<file path="config.mk">
export PLATFORM = sky130hd
export DESIGN_NAME = bbox_top
export DESIGN_NICKNAME = d
export VERILOG_FILES = /design/src/bbox_pkg.sv /design/src/bbox_delay.sv /design/src/bbox_extent.sv /design/src/bbox_clamp_lane.sv /design/src/bbox_cull.sv /design/src/bbox_top.sv
export SDC_FILE = /design/constraint.sdc
export NUM_CORES = 2
export LEC_CHECK = 0
export ABC_AREA = 1
export BUFFER_PORTS_ARGS = -buffer_cell sky130_fd_sc_hd__buf_2
export CAP_MARGIN = 20
export CORE_MARGIN = 8
export CORE_UTILIZATION = 50
export CTS_CLUSTER_DIAMETER = 80
export DETAILED_ROUTE_END_ITERATION = 16
export PLACE_DENSITY = 0.68
export SLEW_MARGIN = 20
export SYNTH_ARGS = -nofsm -noshare
export SYNTH_HDL_FRONTEND = slang
export SYNTH_SLANG_ARGS = --single-unit
</file>
<file path="constraint.sdc">
create_clock -name clk -period 49.9 [get_ports clk]
set_clock_uncertainty 0.2 [all_clocks]
set_input_delay 7.485 -clock clk [delete_from_list [all_inputs] [get_ports clk]]
set_output_delay 7.485 -clock clk [all_outputs]
set_load 0.05 [all_outputs]
</file>
<file path="src/bbox_pkg.sv">
// Bounding box shared types
package bbox_pkg;

    // Fixed-point format of every position value
    // Integer part in [coord_w-1:frac_w], fraction in [frac_w-1:0]
    localparam int coord_w = 24;
    localparam int frac_w  = 10;

    // Signed screen-space coordinate
    typedef logic signed [coord_w-1:0] coord_t;

    // Unsigned color channel, same width as a coordinate
    typedef logic [coord_w-1:0] chan_t;

    // One vertex in screen space
    typedef struct packed {
        coord_t x;
        coord_t y;
        // Depth rides along, the box ignores it
        coord_t z;
    } vertex_t;

    // Triangle as three vertices
    typedef struct packed {
        vertex_t a;
        vertex_t b;
        vertex_t c;
    } triangle_t;

    // Flat RGB color of the triangle
    typedef struct packed {
        chan_t r;
        chan_t g;
        chan_t b;
    } color_t;

    // Payload carried unchanged beside the box
    typedef struct packed {
        triangle_t triangle;
        color_t    color;
    } prim_t;

    // 2D point, used for box corners
    typedef struct packed {
        coord_t x;
        coord_t y;
    } point_t;

    // Axis-aligned box, lower-left and upper-right corners
    typedef struct packed {
        point_t ll;
        point_t ur;
    } box_t;

    // Screen extent, lower edges are always 0
    typedef struct packed {
        coord_t width;
        coord_t height;
    } screen_t;

    // One-hot MSAA code
    // Anything not listed below behaves as 1x
    typedef logic [3:0] msaa_t;

    localparam msaa_t msaa_1x  = 4'b1000;
    localparam msaa_t msaa_4x  = 4'b0100;
    localparam msaa_t msaa_16x = 4'b0010;
    localparam msaa_t msaa_64x = 4'b0001;

    // Output of one clamp lane
    // below and above tell which screen edge the raw value crossed
    typedef struct packed {
        coord_t coord;
        logic   below;
        logic   above;
    } lane_t;

    // Final box plus its valid level
    typedef struct packed {
        box_t box;
        logic valid;
    } result_t;

endpackage

</file>
<file path="src/bbox_delay.sv">
// Stallable register chain
`timescale 1ns/1ns

module bbox_delay #(
    // Number of register stages, at least 1
    parameter int  DEPTH     = 1,
    parameter type payload_t = logic
) (
    input  logic     clk,
    input  logic     rst,
    // Low freezes every stage
    input  logic     advance,
    input  payload_t din,
    output payload_t dout
);

    // stages[0] takes the input, stages[DEPTH-1] drives the output
    payload_t stages [DEPTH];

    always_ff @(posedge clk) begin
        if (rst) begin
            for (int i = 0; i < DEPTH; i++) begin
                stages[i] <= '0;
            end
        end else if (advance) begin
            stages[0] <= din;
            // Whole chain moves as one, so nothing is lost or doubled on a stall
            for (int i = 1; i < DEPTH; i++) begin
                stages[i] <= stages[i-1];
            end
        end
    end

    assign dout = stages[DEPTH-1];

endmodule

</file>
<file path="src/bbox_extent.sv">
// Triangle extent finder
`timescale 1ns/1ns

module bbox_extent (
    input  bbox_pkg::triangle_t triangle,
    output bbox_pkg::box_t      box
);
    import bbox_pkg::*;

    // Per-axis vertex values, axis 0 is x and axis 1 is y
    coord_t     vals    [2][3];
    // Strict less-than for the pairs ab, ac, bc
    logic       lt_ab   [2];
    logic       lt_ac   [2];
    logic       lt_bc   [2];
    // One-hot picks of the minimum and maximum vertex
    logic [2:0] sel_min [2];
    logic [2:0] sel_max [2];
    coord_t     lo      [2];
    coord_t     hi      [2];

    // AND-OR mux over the three vertices, sel is one-hot
    function automatic coord_t pick(input logic [2:0] sel, input coord_t v0,
                                    input coord_t v1, input coord_t v2);
        pick = ({coord_w{sel[0]}} & v0)
             | ({coord_w{sel[1]}} & v1)
             | ({coord_w{sel[2]}} & v2);
    endfunction

    always_comb begin
        vals[0][0] = triangle.a.x;
        vals[0][1] = triangle.b.x;
        vals[0][2] = triangle.c.x;
        vals[1][0] = triangle.a.y;
        vals[1][1] = triangle.b.y;
        vals[1][2] = triangle.c.y;

        for (int ax = 0; ax < 2; ax++) begin
            // Three compares per axis serve both minimum and maximum
            lt_ab[ax] = vals[ax][0] < vals[ax][1];
            lt_ac[ax] = vals[ax][0] < vals[ax][2];
            lt_bc[ax] = vals[ax][1] < vals[ax][2];

            // Ties fall to the later vertex for the minimum
            sel_min[ax][0] =  lt_ab[ax] &  lt_ac[ax];
            sel_min[ax][1] = ~lt_ab[ax] &  lt_bc[ax];
            sel_min[ax][2] = ~lt_ac[ax] & ~lt_bc[ax];

            // and to the earlier vertex for the maximum
            sel_max[ax][0] = ~lt_ab[ax] & ~lt_ac[ax];
            sel_max[ax][1] =  lt_ab[ax] & ~lt_bc[ax];
            sel_max[ax][2] =  lt_ac[ax] &  lt_bc[ax];

            lo[ax] = pick(sel_min[ax], vals[ax][0], vals[ax][1], vals[ax][2]);
            hi[ax] = pick(sel_max[ax], vals[ax][0], vals[ax][1], vals[ax][2]);
        end
    end

    // Raw corners, not yet floored or clamped
    assign box.ll.x = lo[0];
    assign box.ll.y = lo[1];
    assign box.ur.x = hi[0];
    assign box.ur.y = hi[1];

endmodule

</file>
<file path="src/bbox_clamp_lane.sv">
// Subsample floor and screen clamp lane
`timescale 1ns/1ns

module bbox_clamp_lane (
    input  bbox_pkg::coord_t coord,
    input  bbox_pkg::coord_t limit,
    input  bbox_pkg::msaa_t  msaa,
    output bbox_pkg::lane_t  lane
);
    import bbox_pkg::*;

    // Fraction bits that survive the floor
    logic [frac_w-1:0] keep_mask;
    coord_t            floored;
    logic              below;
    logic              above;

    always_comb begin
        // Sample spacing is 1, 1/2, 1/4 or 1/8 pixel
        case (msaa)
            msaa_4x:  keep_mask = {1'b1, {(frac_w - 1){1'b0}}};
            msaa_16x: keep_mask = {2'b11, {(frac_w - 2){1'b0}}};
            msaa_64x: keep_mask = {3'b111, {(frac_w - 3){1'b0}}};
            // 1x and any illegal code snap to whole pixels
            default:  keep_mask = '0;
        endcase
    end

    // Integer part passes, low fraction bits are cleared
    assign floored = {coord[coord_w-1:frac_w], coord[frac_w-1:0] & keep_mask};

    // Edge tests look at the raw value, not the floored one
    assign below = coord < 0;
    assign above = coord > limit;

    always_comb begin
        lane.below = below;
        lane.above = above;
        if (below) begin
            lane.coord = '0;
        end else if (above) begin
            lane.coord = limit;
        end else begin
            lane.coord = floored;
        end
    end

endmodule

</file>
<file path="src/bbox_cull.sv">
// Box assembly and off-screen cull
`timescale 1ns/1ns

module bbox_cull #(
    // Register stages from lanes to result, at least 1
    parameter int PIPE_DEPTH = 3
) (
    input  logic              clk,
    input  logic              rst,
    input  logic              advance,
    // Order is ll.x, ll.y, ur.x, ur.y
    input  bbox_pkg::lane_t   lanes [4],
    input  logic              in_valid,
    output bbox_pkg::result_t result
);
    import bbox_pkg::*;

    result_t next_result;
    // Box lies wholly outside the screen on some side
    logic    off_screen;

    // Upper-right under the lower edge means the whole box is left of or below the screen
    // Lower-left over the upper edge means the whole box is right of or above it
    assign off_screen = lanes[2].below | lanes[3].below
                      | lanes[0].above | lanes[1].above;

    always_comb begin
        next_result.box.ll.x = lanes[0].coord;
        next_result.box.ll.y = lanes[1].coord;
        next_result.box.ur.x = lanes[2].coord;
        next_result.box.ur.y = lanes[3].coord;
        next_result.valid    = in_valid & ~off_screen;
    end

    // Result chain, matched to the prim chain at the top
    bbox_delay #(
        .DEPTH     (PIPE_DEPTH),
        .payload_t (result_t)
    ) u_result_delay (
        .clk     (clk),
        .rst     (rst),
        .advance (advance),
        .din     (next_result),
        .dout    (result)
    );

endmodule

</file>
<file path="src/bbox_top.sv">
// Triangle bounding box stage
`timescale 1ns/1ns

module bbox_top #(
    // Latency in advancing cycles, at least 1
    parameter int PIPE_DEPTH = 3
) (
    input  logic                clk,
    input  logic                rst,
    // High lets every stage move
    input  logic                advance,
    input  bbox_pkg::triangle_t triangle,
    input  bbox_pkg::color_t    color,
    input  logic                in_valid,
    // Held stable by the host
    input  bbox_pkg::screen_t   screen,
    // Held stable while triangles are in flight
    input  bbox_pkg::msaa_t     msaa,
    output bbox_pkg::prim_t     out_prim,
    output bbox_pkg::result_t   out_result
);
    import bbox_pkg::*;

    box_t  raw_box;
    lane_t lanes [4];
    prim_t in_prim;

    // Min and max per axis, combinational
    bbox_extent u_extent (
        .triangle (triangle),
        .box      (raw_box)
    );

    // One lane per box coordinate
    // Lane index is corner * 2 + axis
    for (genvar corner = 0; corner < 2; corner++) begin : g_corner
        for (genvar axis = 0; axis < 2; axis++) begin : g_axis
            point_t corner_pt;
            coord_t lane_coord;
            coord_t lane_limit;

            assign corner_pt  = (corner == 0) ? raw_box.ll : raw_box.ur;
            assign lane_coord = (axis == 0) ? corner_pt.x : corner_pt.y;
            // Width bounds x, height bounds y
            assign lane_limit = (axis == 0) ? screen.width : screen.height;

            bbox_clamp_lane u_lane (
                .coord (lane_coord),
                .limit (lane_limit),
                .msaa  (msaa),
                .lane  (lanes[corner * 2 + axis])
            );
        end
    end

    // Validity, cull and the result registers
    bbox_cull #(
        .PIPE_DEPTH (PIPE_DEPTH)
    ) u_cull (
        .clk      (clk),
        .rst      (rst),
        .advance  (advance),
        .lanes    (lanes),
        .in_valid (in_valid),
        .result   (out_result)
    );

    assign in_prim.triangle = triangle;
    assign in_prim.color    = color;

    // Triangle and color travel beside the box, same depth
    bbox_delay #(
        .DEPTH     (PIPE_DEPTH),
        .payload_t (prim_t)
    ) u_prim_delay (
        .clk     (clk),
        .rst     (rst),
        .advance (advance),
        .din     (in_prim),
        .dout    (out_prim)
    );

endmodule

</file>
==> run metrics <==
synthesis-stage register bit count 1155; status complete, no violations; die width 349 µm; final wirelength 134000 µm; worst-margin pin slew 1160 ps; DR vias 35100; via density per instance 4.77; P_sw 0.000669 W; Hold/Removal Path Class reg -> reg; Crit Path Max Fanout 30; cells after synthesis 5424; DRC 0; GR Util met1 28.1%; worst hold path startpoint u_prim_delay.stages[0][284]$_SDFFCE_PN0P_; CORE AREA 0.110 mm²; logic gate share of total power 15.4%; Final period util 26.0%; share of cells above drive strength 1 16.7%; cts-stage hold buffer count 0; # port buffers 728; Clock Latency Late Sink 710 ps; top cells by area, synth edfxtp_1 (63%), nor2_1 (8.6%), inv_1 (8.2%); sw frac 27.7%; Lkg Pwr 28.8 nW; Fin. Hold Viols 0; hold endpoint u_prim_delay.stages[0][572]$_SDFFCE_PN0P_; fmax 77.1 MHz; clock tree from TritonCTS built; Final TNS setup 0 ps; Final min period 12970 ps; M3 GR Usage 5.03%; initial antenna violation count 24; DR pass1 iterations 7; total gr overflow 0; average wire per standard cell 18.3 µm; Syn Area/Cell 10.2 µm²; post-CTS sizing 0; vias in the first global route 34000; boundary pin count 729; slew margin rel. 22.7%; internal power 0.00175 W; Starting Density 50.2%; Yosys cell types 38; post-layout net count 6326; clk sink count 1155; Num CTS Buffers 118; largest net degree at the start of global routing 244; Setup crit end kind flip-flop; Synth Cell Area 0.0554 mm²; Synth Warn # 0; Routability Congestion 0.900; total track usage 21.3%; P&R area growth vs syn 10.9%; Post-DRT Antenna Nets 0; Post-Syn Nets 6002; register area share after synthesis 62.7%; share of Yosys cell area claimed by the top area cell type 62.7%; Die ar. 0.122 mm²; clock transition at the registers of the reported paths 60 ps; Worst Setup Start Kind input pin; Top Usage Layer GRT met2; Tot Pwr 0.00242 W; max-slew violation count 0; maximum clock insertion buffer count 3; Worst Path Required 50230 ps; setup bufs post-CTS 0; WHS Path Cells 2; Die H 349 µm; CTS HTree Levels 3; DP HPWL 97000 µm; reg2reg end u_prim_delay.stages[0][425]$_SDFFCE_PN0P_; FF-to-FF setup slack 48820 ps; GR Util met2 34.7%; R2R cell count 2; Synth area leader edfxtp_1; setup violators final 0; R2R Path Start u_prim_delay.stages[0][137]$_SDFFCE_PN0P_; Arrival @ worst endpoint 13300 ps; Peak VDD IR 27.1 µV; max_cap viols 0; first-pass GRT wire length 201000 µm; pwr/cell area 39.4 mW/mm²; Clock power frac 36.3%; RSZ-0062 raised after global routing false; sequential share of power 48.3%; cell row count 122; clk root buf clkbuf_16; WS Path Type in -> reg; First DRT Iteration DRCs 3177
## state kept, by name (all words and copies together) (netlist names)
| name | count |
|---|---|
| u_prim_delay.stages | 864 |
| u_cull.u_result_delay.stages | 291 |
## final cells by class
class	count	area (µm²)
clock inverter	70	766
inverter	1211	4550
tap	1488	1860
fill	9585	48900
timing repair buffer	752	3870
sequential	1155	34700
multi-input combinational	2510	12500
clock buffer	148	3090
antenna	18	45.0
## power groups by stage
stage / Sequential [W] / Clock [W] / Combinational, W
global route: 0.00117 / 0.000933 / 0.000411
floorplan: 0.00120 / 0 / 0.000291
CTS: 0.00117 / 0.000898 / 0.000373
finish: 0.00117 / 0.000878 / 0.000372
detailed placement: 0.00119 / 0 / 0.000371
global placement: 0.00118 / 0 / 0.000366
## Yosys cell counts, drive strengths merged
| library cell | instances |
|---|---|
| nor2 | 1296 |
| inv | 1210 |
| edfxtp | 1155 |
| nand2 | 565 |
| buf | 421 |
| ha | 234 |
| nand3 | 204 |
| clkbuf | 127 |
| a21oi | 96 |
| nand4 | 30 |
| o221ai | 18 |
| nor3 | 15 |
| o21ai | 14 |
| o21a | 9 |
| a21o | 8 |
| o211ai | 6 |
| o21bai | 4 |
| a211oi | 2 |
| nor4 | 2 |
| o22ai | 2 |
| a31oi | 1 |
| and2 | 1 |
| clkinv | 1 |
| nor2b | 1 |
| o2bb2ai | 1 |
| or2 | 1 |
## through the flow
step	setup WS [ps]	std cells	instance area, µm²	hold WS, ps	utilization, %
finish	36930	7352	61400	310	55.7
global route	36610	7345	61300	337	55.7
CTS	37200	7334	61300	304	55.6
detailed placement	36440	7116	57500	329	52.1
global placement	36620	7116	57500	320	52.1
floorplan	27450	5424	55400	319	-
## how the worst max path moves through the flow
stage	from	slack, ps	cells past startpoint	to
floorplan	rst	27450	1	u_cull.u_result_delay.stages[0][0]$_SDFFCE_PN0P_
global placement	triangle[119]	36620	22	u_cull.u_result_delay.stages[0][2]$_SDFFCE_PP0P_
detailed placement	triangle[119]	36440	24	u_cull.u_result_delay.stages[0][7]$_SDFFCE_PP0P_
CTS	triangle[119]	37200	24	u_cull.u_result_delay.stages[0][7]$_SDFFCE_PP0P_
global route	triangle[119]	36610	24	u_cull.u_result_delay.stages[0][5]$_SDFFCE_PP0P_
finish	triangle[119]	36930	24	u_cull.u_result_delay.stages[0][7]$_SDFFCE_PP0P_
## cells by family (layout without fill, tap and decap cells)
family,count (synthesis),after routing,synth area share (%)
AND/OR/NAND/NOR,2115,2115,15.5
AO/OA/AOI/OAI,161,161,1.72
adder cells (fa/ha/maj),234,234,5.29
buffers and inverters,1759,2181,14.8
flip-flops,1155,1155,62.7
other,0,18,0
## per-layer routing
metal | share of wire [%] | up-vias
met3 | 7.4 | 223
li1 | - | 17200
met4 | 3.2 | 0
met1 | 42 | 16600
met5 | 0 | -
met2 | 47 | 1053
## placed cells by master (no fill, tap or decap), types with 3 or more instances in the layout
| master | n |
|---|---|
| o221ai_1 | 18 |
| clkbuf_1 | 29 |
| nand4_1 | 30 |
| ha_1 | 234 |
| inv_1 | 1209 |
| nor2_4 | 11 |
| o21ai_0 | 12 |
| clkinv_2 | 21 |
| clkinvlp_4 | 4 |
| nand3_2 | 20 |
| bufinv_16 | 13 |
| clkinv_1 | 25 |
| o21a_1 | 9 |
| clkinv_16 | 3 |
| nor3_1 | 14 |
| diode_2 | 18 |
| a21oi_1 | 96 |
| nor2_2 | 9 |
| buf_4 | 20 |
| nand2_2 | 9 |
| o211ai_1 | 6 |
| edfxtp_1 | 1155 |
| clkbuf_16 | 119 |
| nand2_1 | 553 |
| a21o_1 | 8 |
| nand2_4 | 3 |
| buf_2 | 728 |
| nor2_1 | 1273 |
| nor2_8 | 3 |
| buf_12 | 4 |
| o21bai_1 | 4 |
| nand3_1 | 184 |
## critical path, cell delays in order
cell      delay [ps]
buf_2            120
inv_1            160
ha_1             460
nand2_1          120
nor3_1           540
nor2b_1          200
nand2_1           90
nand3_1          130
nand2_4          130
nor2_2           820
nand2_1          100
o221ai_1         120
ha_1             280
inv_1             60
nor2_1            40
o21ai_0          150
a21oi_1          160
o21ai_0          300
nand3_1          110
nand2_1           80
nand3_1          130
inv_1            760
nand3_2          460
nor2_1           250
Power figures use the tool's default switching activity.
